`config.mk`:
```
export PLATFORM = sky130hd
export DESIGN_NAME = dma_l2r_top
export DESIGN_NICKNAME = d
export VERILOG_FILES = /design/src/verilog/dma_pkg.sv /design/src/verilog/dma_l2r_top.sv /design/src/verilog/dma_noc_packetizer.sv /design/src/verilog/dma_req_intake.sv /design/src/verilog/dma_wb_read_fetch.sv
export VERILOG_INCLUDE_DIRS = /design/src /design/src/verilog
export SDC_FILE = /design/constraint.sdc
export NUM_CORES = 1
export LEC_CHECK = 0
export BUFFER_PORTS_ARGS = -buffer_cell sky130_fd_sc_hd__buf_2
export CORE_UTILIZATION = 60
export CTS_CLUSTER_DIAMETER = 50
export DETAILED_ROUTE_END_ITERATION = 8
export PLACE_DENSITY = 0.93
export SLEW_MARGIN = 10
export SYNTH_ARGS = -nofsm -noshare
export SYNTH_HDL_FRONTEND = slang
export SYNTH_SLANG_ARGS = --single-unit
```
`constraint.sdc`:
```
create_clock -name clk -period 8.6 [get_ports clk]
set_clock_uncertainty 0.2 [all_clocks]
set_input_delay 0.86 -clock clk [delete_from_list [all_inputs] [get_ports clk]]
set_output_delay 0.86 -clock clk [all_outputs]
set_load 0.05 [all_outputs]
```
`src/verilog/dma_config.svh`:
```
/*
 * Widths and sizes shared by the local-to-remote DMA read path.
 * Transfers are whole aligned words; size counts words from 1 to 255.
 * The FIFO needs at least 3 entries for clean burst termination.
 */

`ifndef DMA_CONFIG_SVH
`define DMA_CONFIG_SVH

// Bus and word widths
`define DMA_ADDR_WIDTH 32
`define DMA_DATA_WIDTH 32
`define DMA_SIZE_WIDTH 8
`define DMA_TILE_WIDTH 8
`define DMA_FIFO_DEPTH 3

// Header flit 0 field positions
`define DMA_HDR_TILE_LSB 24
`define DMA_HDR_SIZE_LSB 0

`endif

```
`src/verilog/dma_pkg.sv`:
```
/*
 * Types of the DMA read path: descriptor, network flit, Wishbone request.
 * Header flit 0 holds dest_tile in 31:24 and size in 7:0, other bits zero.
 * Header flit 1 holds the remote address. Payload flits follow in order.
 */

`default_nettype none

`include "dma_config.svh"

package dma_pkg;

  // Transfer descriptor as handed over by the control agent
  typedef struct packed {
    logic [`DMA_TILE_WIDTH-1:0] dest_tile;
    logic [`DMA_ADDR_WIDTH-1:0] raddr;
    logic [`DMA_ADDR_WIDTH-1:0] laddr;
    logic [`DMA_SIZE_WIDTH-1:0] size;
  } dma_desc_t;

  // One network flit, last marks the end of a packet
  typedef struct packed {
    logic                       last;
    logic [`DMA_DATA_WIDTH-1:0] data;
  } dma_flit_t;

  // Wishbone initiator outputs, read only
  typedef struct packed {
    logic [`DMA_ADDR_WIDTH-1:0]   adr;
    logic [`DMA_DATA_WIDTH/8-1:0] sel;
    logic                         cyc;
    logic                         stb;
    logic                         we;
    logic [2:0]                   cti;
  } wb_req_t;

  // Builds header flit 0 from a descriptor
  function automatic logic [`DMA_DATA_WIDTH-1:0] hdr0_word(dma_desc_t desc);
    logic [`DMA_DATA_WIDTH-1:0] word;
    word = '0;
    word[`DMA_HDR_TILE_LSB +: `DMA_TILE_WIDTH] = desc.dest_tile;
    word[`DMA_HDR_SIZE_LSB +: `DMA_SIZE_WIDTH] = desc.size;
    return word;
  endfunction

endpackage

`default_nettype wire

```
`src/verilog/dma_l2r_top.sv`:
```
/*
 * Local-to-remote DMA read path: intake, Wishbone fetch, NoC packetizer.
 * One descriptor in flight at a time; reads only.
 */

`default_nettype none

`include "dma_config.svh"

module dma_l2r_top (
  input  wire                       clk,
  input  wire                       rst,
  input  wire                       desc_req_i,
  input  wire dma_pkg::dma_desc_t   desc_i,
  output logic                      desc_ack_o,
  output dma_pkg::wb_req_t          wb_req_o,
  input  wire [`DMA_DATA_WIDTH-1:0] wb_dat_i,
  input  wire                       wb_ack_i,
  output logic                      flit_valid_o,
  output dma_pkg::dma_flit_t        flit_o,
  input  wire                       flit_ready_i
);

  dma_pkg::dma_desc_t         cur_desc;
  logic                       start;
  logic                       done;
  // Fetch to packetizer word stream
  logic                       word_valid;
  logic [`DMA_DATA_WIDTH-1:0] word_data;
  logic                       word_ready;

  dma_req_intake u_intake (
    .clk        (clk),
    .rst        (rst),
    .desc_req_i (desc_req_i),
    .desc_i     (desc_i),
    .desc_ack_o (desc_ack_o),
    .done_i     (done),
    .start_o    (start),
    .cur_desc_o (cur_desc)
  );

  dma_wb_read_fetch u_fetch (
    .clk          (clk),
    .rst          (rst),
    .start_i      (start),
    .desc_i       (cur_desc),
    .wb_req_o     (wb_req_o),
    .wb_dat_i     (wb_dat_i),
    .wb_ack_i     (wb_ack_i),
    .word_valid_o (word_valid),
    .word_data_o  (word_data),
    .word_ready_i (word_ready)
  );

  dma_noc_packetizer u_packetizer (
    .clk          (clk),
    .rst          (rst),
    .start_i      (start),
    .desc_i       (cur_desc),
    .word_valid_i (word_valid),
    .word_data_i  (word_data),
    .word_ready_o (word_ready),
    .flit_valid_o (flit_valid_o),
    .flit_o       (flit_o),
    .flit_ready_i (flit_ready_i),
    .done_o       (done)
  );

endmodule

`default_nettype wire

```
`src/verilog/dma_noc_packetizer.sv`:
```
/*
 * Sends header 0, header 1 and size payload flits with valid/ready.
 * Flit output is registered; the last payload flit carries last.
 * done_o pulses in the cycle that flit is accepted.
 */

`default_nettype none

`include "dma_config.svh"

module dma_noc_packetizer (
  input  wire                       clk,
  input  wire                       rst,
  input  wire                       start_i,
  input  wire dma_pkg::dma_desc_t   desc_i,
  input  wire                       word_valid_i,
  input  wire [`DMA_DATA_WIDTH-1:0] word_data_i,
  output logic                      word_ready_o,
  output logic                      flit_valid_o,
  output dma_pkg::dma_flit_t        flit_o,
  input  wire                       flit_ready_i,
  output logic                      done_o
);

  localparam int SW = `DMA_SIZE_WIDTH;

  // ST_HDR has header 0 on the output, ST_PAY starts with header 1
  typedef enum logic [1:0] {
    ST_IDLE,
    ST_HDR,
    ST_PAY
  } state_t;

  state_t             state_q;
  logic [SW-1:0]      cnt_q;
  logic               flit_valid_q;
  dma_pkg::dma_flit_t flit_q;
  logic               flit_take;
  logic               word_take;
  logic               last_word;
  logic               all_loaded;

  assign flit_take  = flit_valid_q && flit_ready_i;
  assign all_loaded = (cnt_q == desc_i.size);
  assign last_word  = (cnt_q == desc_i.size - SW'(1));

  // Take a word when the output slot is free or being emptied
  assign word_ready_o = (state_q == ST_PAY) && !all_loaded &&
                        (!flit_valid_q || flit_ready_i);
  assign word_take    = word_valid_i && word_ready_o;
  assign done_o       = flit_take && flit_q.last;

  always_ff @(posedge clk) begin
    if (rst) begin
      state_q      <= ST_IDLE;
      cnt_q        <= '0;
      flit_valid_q <= 1'b0;
    end else begin
      case (state_q)
        ST_IDLE: begin
          if (start_i) begin
            state_q      <= ST_HDR;
            cnt_q        <= '0;
            flit_valid_q <= 1'b1;
          end
        end
        ST_HDR: if (flit_take) state_q <= ST_PAY;
        ST_PAY: begin
          if (word_take) begin
            flit_valid_q <= 1'b1;
            cnt_q        <= cnt_q + SW'(1);
          end else if (flit_take) begin
            flit_valid_q <= 1'b0;
          end
          if (done_o) state_q <= ST_IDLE;
        end
        default: state_q <= ST_IDLE;
      endcase
    end
  end

  // Flit payload register
  always_ff @(posedge clk) begin
    if (state_q == ST_IDLE && start_i) begin
      flit_q.last <= 1'b0;
      flit_q.data <= dma_pkg::hdr0_word(desc_i);
    end else if (state_q == ST_HDR && flit_take) begin
      flit_q.last <= 1'b0;
      flit_q.data <= desc_i.raddr;
    end else if (word_take) begin
      flit_q.last <= last_word;
      flit_q.data <= word_data_i;
    end
  end

  assign flit_valid_o = flit_valid_q;
  assign flit_o       = flit_q;

  // A stalled flit stays offered and unchanged
  a_flit_hold: assert property (@(posedge clk) disable iff (rst)
    (flit_valid_o && !flit_ready_i) |=> (flit_valid_o && $stable(flit_o)));

endmodule

`default_nettype wire

```
`src/verilog/dma_req_intake.sv`:
```
/*
 * Four-phase req/ack intake for one transfer descriptor.
 * desc_i must stay stable while req is high.
 * Ack drops the cycle after req drops; a new request needs ack low first.
 */

`default_nettype none

module dma_req_intake (
  input  wire                     clk,
  input  wire                     rst,
  input  wire                     desc_req_i,
  input  wire dma_pkg::dma_desc_t desc_i,
  output logic                    desc_ack_o,
  input  wire                     done_i,
  output logic                    start_o,
  output dma_pkg::dma_desc_t      cur_desc_o
);

  typedef enum logic [1:0] {
    ST_IDLE,
    ST_BUSY,
    ST_ACKED
  } state_t;

  state_t             state_q;
  logic               start_q;
  dma_pkg::dma_desc_t desc_q;
  logic               desc_take;

  // New request seen while nothing is pending
  assign desc_take = (state_q == ST_IDLE) && desc_req_i;

  always_ff @(posedge clk) begin
    if (rst) begin
      state_q <= ST_IDLE;
      start_q <= 1'b0;
    end else begin
      // Start is a single cycle pulse
      start_q <= desc_take;
      case (state_q)
        ST_IDLE: if (desc_take) state_q <= ST_BUSY;
        // Packet fully sent, raise ack next cycle
        ST_BUSY: if (done_i) state_q <= ST_ACKED;
        // Hold ack until the agent drops req
        ST_ACKED: if (!desc_req_i) state_q <= ST_IDLE;
        default: state_q <= ST_IDLE;
      endcase
    end
  end

  // Descriptor capture
  always_ff @(posedge clk) begin
    if (desc_take) begin
      desc_q <= desc_i;
    end
  end

  assign desc_ack_o = (state_q == ST_ACKED);
  assign start_o    = start_q;
  assign cur_desc_o = desc_q;

  // Agent keeps the descriptor steady during the transfer
  a_desc_stable: assert property (@(posedge clk) disable iff (rst)
    (desc_req_i && state_q == ST_BUSY) |-> $stable(desc_i));

endmodule

`default_nettype wire

```
`src/verilog/dma_wb_read_fetch.sv`:
```
/*
 * Wishbone incrementing burst reader feeding a 3-entry shift FIFO.
 * Bursts end with cti 111 when the FIFO nears full and restart later.
 * Only full aligned words are read; desc_i must hold during the transfer.
 */

`default_nettype none

`include "dma_config.svh"

module dma_wb_read_fetch (
  input  wire                        clk,
  input  wire                        rst,
  input  wire                        start_i,
  input  wire dma_pkg::dma_desc_t    desc_i,
  output dma_pkg::wb_req_t           wb_req_o,
  input  wire [`DMA_DATA_WIDTH-1:0]  wb_dat_i,
  input  wire                        wb_ack_i,
  output logic                       word_valid_o,
  output logic [`DMA_DATA_WIDTH-1:0] word_data_o,
  input  wire                        word_ready_i
);

  localparam int AW    = `DMA_ADDR_WIDTH;
  localparam int DW    = `DMA_DATA_WIDTH;
  localparam int SW    = `DMA_SIZE_WIDTH;
  localparam int DEPTH = `DMA_FIFO_DEPTH;

  localparam logic [2:0] CTI_INCR = 3'b010;
  localparam logic [2:0] CTI_END  = 3'b111;

  typedef enum logic [1:0] {
    ST_IDLE,
    ST_DATA,
    ST_WAIT
  } state_t;

  state_t        state_q;
  state_t        state_d;
  logic [SW-1:0] cnt_q;
  logic [SW-1:0] cnt_d;
  logic          last_word;

  // FIFO storage, entry 0 is the head
  logic [DEPTH-1:0][DW-1:0] fifo_q;
  logic [DEPTH-1:0][DW-1:0] fifo_d;
  // One-hot write position, top bit marks full
  logic [DEPTH:0]           fifo_pos_q;
  logic [DEPTH-1:0]         wr_pos;
  logic                     fifo_push;
  logic                     fifo_pop;
  logic                     fifo_empty;
  logic                     fifo_full;
  logic                     fifo_ready;

  //////////////////////////////
  // FIFO

  assign fifo_empty = fifo_pos_q[0];
  assign fifo_full  = fifo_pos_q[DEPTH];
  // High-water mark, one free slot kept for the word still in flight
  assign fifo_ready = ~|fifo_pos_q[DEPTH:2];
  assign fifo_pop   = word_valid_o && word_ready_i;

  assign word_valid_o = !fifo_empty;
  assign word_data_o  = fifo_q[0];

  always_ff @(posedge clk) begin
    if (rst) begin
      fifo_pos_q <= {{DEPTH{1'b0}}, 1'b1};
    end else if (fifo_push && !fifo_pop) begin
      fifo_pos_q <= fifo_pos_q << 1;
    end else if (fifo_pop && !fifo_push) begin
      fifo_pos_q <= fifo_pos_q >> 1;
    end
  end

  // Pop shifts everything down, push lands on the free slot after the shift
  always_comb begin
    fifo_d = fifo_q;
    wr_pos = fifo_pos_q[DEPTH-1:0];
    if (fifo_pop) begin
      fifo_d = fifo_q >> DW;
      wr_pos = fifo_pos_q[DEPTH:1];
    end
    for (int i = 0; i < DEPTH; i++) begin
      if (fifo_push && wr_pos[i]) begin
        fifo_d[i] = wb_dat_i;
      end
    end
  end

  always_ff @(posedge clk) begin
    fifo_q <= fifo_d;
  end

  //////////////////////////////
  // Wishbone burst FSM

  assign last_word = (cnt_q == desc_i.size - SW'(1));

  always_comb begin
    state_d      = state_q;
    cnt_d        = cnt_q;
    fifo_push    = 1'b0;
    wb_req_o.adr = '0;
    // Reads of whole words only
    wb_req_o.sel = '1;
    wb_req_o.we  = 1'b0;
    wb_req_o.cyc = 1'b0;
    wb_req_o.stb = 1'b0;
    wb_req_o.cti = 3'b000;
    case (state_q)
      ST_IDLE: begin
        cnt_d = '0;
        // FIFO is empty here, go straight to the bus
        if (start_i) state_d = ST_DATA;
      end
      ST_DATA: begin
        wb_req_o.cyc = 1'b1;
        wb_req_o.stb = 1'b1;
        // Word index to byte address
        wb_req_o.adr = desc_i.laddr + AW'({cnt_q, 2'b00});
        // End the burst on the final word or when storage runs short
        wb_req_o.cti = (last_word || !fifo_ready) ? CTI_END : CTI_INCR;
        if (wb_ack_i) begin
          fifo_push = 1'b1;
          cnt_d     = cnt_q + SW'(1);
          if (last_word) begin
            state_d = ST_IDLE;
          end else if (!fifo_ready) begin
            state_d = ST_WAIT;
          end
        end
      end
      ST_WAIT: begin
        // Restart once the packetizer drains an entry
        if (fifo_ready) state_d = ST_DATA;
      end
      default: state_d = ST_IDLE;
    endcase
  end

  always_ff @(posedge clk) begin
    if (rst) begin
      state_q <= ST_IDLE;
      cnt_q   <= '0;
    end else begin
      state_q <= state_d;
      cnt_q   <= cnt_d;
    end
  end

  //////////////////////////////
  // Checks

  // Strobe implies cycle, and an unacked request is held unchanged
  a_wb_hold: assert property (@(posedge clk) disable iff (rst)
    (wb_req_o.stb && !wb_ack_i) |=>
      (wb_req_o.stb && wb_req_o.cyc && $stable(wb_req_o.adr)));

  // Burst termination leaves room for every acked word
  a_no_push_full: assert property (@(posedge clk) disable iff (rst)
    (fifo_push && !fifo_pop) |-> !fifo_full);

  // Position never shifts out at either end, so no pop from empty
  a_pos_onehot: assert property (@(posedge clk) disable iff (rst)
    $onehot(fifo_pos_q));

endmodule

`default_nettype wire

```
==> impl_metrics.yaml <==
power:
  p_sw_share_pct: 25.04
  combPwrFrac_pct: 9.9
  pwr-share-clk_pct: 39.6
  powerDensity_nw_per_um2: 207.1
  p_int_mw: 1.947
  fin_total_pwr_mw: 2.598
  seq_power_share_pct: 50.5
  p_leak_nw: 4.873
  net-switching-power_uw: 650.5
  vdd_drop_max_uv: 222.0
job:
  max_cap_violations: 0
global_routing:
  antenna_found_initial: 3
  grt_max_degree: 81
  grt_pass1_wl_mm: 35.76
  first_global_vias: 7062
  track_usage_pct: 25.30
  grt.overflow.total: 0
layout:
  fill_cells: 1133
  nets: 1129
  finalNonFillerCells: 1245
  fin_area_um2: 12540
  drive_gt1_share_pct: 27.93
  final-seq-area_um2: 6666
  final_cell_mix: "192 x edfxtp_1, 188 x buf_2, 55 x o21ai_0, 47 x nand2_1, 47 x a21oi_1"
  area_delta_synth_final_pct: 16.67
  final_common_cell: "edfxtp_1"
  multi_input_area_um2: 3744
timing:
  worst_pin_slew_ns: 1.205
  period_minus_slack_ns: 4.595
  final.setup.tns_ns: 0
  min_period_over_period_pct: 53.43
  setup-violations-final: 0
  maxSlewHeadroom_pct: 19.38
  hold_viol: 0
  final_max_slew_viol_count: 0
  rsz0062_at_grt: "false"
  clock.fmax_mhz: 217.6
  setup_ws_ns: 4.005
clock_network:
  clk_path_buf_depth: 3
  cts_setup_buffers: 0
  clk_pin_slew_ns: 0.06
  root_buffer: "clkbuf_16"
  cts_made_buffers: 26
  clk_latency_ns: 0.53
  clock-sinks: 237
  cts_htree_levels: 1
  cts_tree: "done"
  ctsResizeCount: 0
  postCtsHoldBufs: 0
yosys:
  yosys-top-cells-area: "edfxtp_1 54%, dfxtp_1 8.4%, mux2_1 3.6%, mux2i_1 3.4%, mux2_2 3.2%"
  synth_top_area_share_pct: 53.63
  syn_avg_cell_area_um2: 13.05
  synth_xor_xnor_area_share_pct: 3.655
  syn_area_um2: 10750
  synthCells: 824
  synth_enable_flop_cells: 192
  synthAdderAreaFrac_pct: 1.583
  yosysSeqAreaShare_pct: 62.01
  yosys_register_bits: 237
  synth-simple-area-share_pct: 10.35
  synthArstFlopShare_pct: 0
  ys.flop_type: "edfxtp_1"
  synth_compound_area_share_pct: 8.694
  synth_mux_area_share_pct: 10.16
  ys_warn_count: 0
  synth_top_family_by_area: "simple AND/OR/NAND/NOR gates"
  yosysTopAreaCell: "edfxtp_1"
  post_synth_num_cell_types: 65
place:
  io_buffer_count: 188
  post-place-cells: 1196
  post-dp-hpwl_mm: 15.31
  placed_area_um2: 11740
  gp_congestion: 0.9020
  dp_slack_ns: 4.558
status:
  status: "complete, no violations"
setup_path:
  end_kind: "output port"
  worstPathRequired_ns: 7.54
  cp_num_cells: 11
  crit_path_start: "u_fetch.cnt_q[0]"
  crit_fanout: 21
  cp_top_family: "simple AND/OR/NAND/NOR gates"
  path_cells: "ha_1, inv_1, fa_1, nor2b_1, o21ai_0, a21boi_1, o21ai_1, buf_4, or4b_2, a21oi_1, buf_2"
  ff2ff_setup_slack_ns: 4.51
  startpoint_type: "register"
  critPathKind: "reg -> out"
  r2r_cells: 7
  crit_slowest_cell: "or4b_2"
  max_stage_delay_ns: 0.61
  critPathBufInv: 3
  r2r_start: "u_fetch.state_q[1]"
  critPathCapture: "wb_req_o[34]"
  worstPathArrival_ns: 3.54
  r2r-end: "u_fetch.word_data_o[7]"
floorplanning:
  coreArea_um2: 17420
  die_h_um: 135.9
  rows: 48
  die_w_um: 135.9
  io-pin-count: 194
  start_util_pct: 61.72
  die_area_um2: 18460
routing:
  drt_wl_total_mm: 23.61
  final_antenna_net_count: 0
  first_pass_iters: 7
  via_count: 7255
  drc: 0
  viasPerCell: 5.827
  drt_iter0_drc: 503
  wire_per_inst_um: 18.97
worst_hold_path:
  hp-class: "in -> reg"
==> how the worst min path moves through the flow <==
stage	from	to	slack [ns]	depth (start not counted)
2_1_floorplan	u_intake.start_o	u_packetizer.state_q[0]	0.26	1
3_3_place_gp	u_packetizer.cnt_q[4]	u_packetizer.cnt_q[4]	0.30	2
3_5_place_dp	u_intake.cur_desc_o[79]	u_packetizer.flit_o[31]	0.31	2
4_1_cts	desc_i[59]	u_intake.cur_desc_o[59]	0.28	1
5_1_grt	desc_i[59]	u_intake.cur_desc_o[59]	0.29	1
6_report	desc_i[59]	u_intake.cur_desc_o[59]	0.30	1
==> power groups by stage <==
stage	Clock, mW	Sequential (mW)	Combinational [mW]
2_1_floorplan	0	1.36	0.151
3_3_place_gp	0	1.33	0.250
3_5_place_dp	0	1.33	0.255
4_1_cts	1.05	1.31	0.257
5_1_grt	1.08	1.31	0.274
6_report	1.03	1.31	0.258
==> layer usage <==
layer	up-vias	share of wire (%)	GRT usage, %
met5	-	0	0
met4	0	3.8	11.54
met3	72	8.1	5.145
met2	316	49	44.13
met1	3478	39	30.13
li1	3389	-	-
==> state kept, by name, indices dropped and copies added (netlist names) <==
register	cells
u_packetizer.flit_o	33
u_fetch.word_data_o	32
u_intake.state_q	2
u_packetizer.cnt_q	8
u_fetch.state_q	2
u_packetizer.state_q	2
u_fetch.cnt_q	8
u_packetizer.flit_valid_o	1
u_intake.cur_desc_o	80
u_fetch.fifo_pos_q	4
u_intake.start_o	1
u_fetch.fifo_q	64
==> layout make-up <==
| class | instances | share of cell area [%] |
|---|---|---|
| inverter | 17 | 0.5088 |
| tap | 225 | 2.245 |
| antenna | 3 | 0.05986 |
| clock inverter | 16 | 1.018 |
| timing repair buffer | 194 | 7.861 |
| clock buffer | 30 | 5.307 |
| multi-input combinational | 523 | 29.85 |
| sequential | 237 | 53.15 |
==> cell usage after synthesis (6+ instances only) <==
| cell | count |
|---|---|
| edfxtp_1 | 192 |
| o21ai_0 | 55 |
| nand2_1 | 50 |
| a21oi_1 | 47 |
| dfxtp_1 | 45 |
| nor2_1 | 45 |
| and2_1 | 40 |
| mux2i_1 | 36 |
| mux2_1 | 34 |
| mux2_2 | 31 |
| xor2_1 | 24 |
| clkbuf_1 | 20 |
| xnor2_1 | 19 |
| inv_1 | 16 |
| ha_1 | 12 |
| nand3_1 | 12 |
| nor3_1 | 10 |
| buf_6 | 9 |
| and3_1 | 8 |
| buf_4 | 8 |
| or4_1 | 7 |
| buf_2 | 6 |
| nand2b_1 | 6 |
| nor2b_1 | 6 |
| o31ai_1 | 6 |
| or3_1 | 6 |
==> worst register-to-register path, stage by stage, from the launching register on <==
cell and delay (ns):
dfxtp_1 0.43, inv_1 0.14, nand2_1 0.75, inv_1 0.42, nand2_1 0.26, inv_2 0.14, o21ai_4 0.46, nand2_2 0.82
==> per-stage QoR <==
stage	hold WS (ns)	utilization (%)
floorplan	0.2623	-
global placement	0.3021	67.39
detailed placement	0.3120	67.39
CTS	0.2835	71.94
global route	0.2881	72.01
finish	0.3029	72.01
==> cells by family (layout without fill, tap and decap cells) <==
logic type               count (synthesis)  count (layout)
AO/OA/AOI/OAI                          147             147
AND/OR/NAND/NOR                        213             213
XOR/XNOR                                44              44
multiplexers                           101             101
buffers and inverters                   67             257
adder cells (fa/ha/maj)                 13              13
other                                    2               8
flip-flops                             237             237
Power figures use the tool's default switching activity.
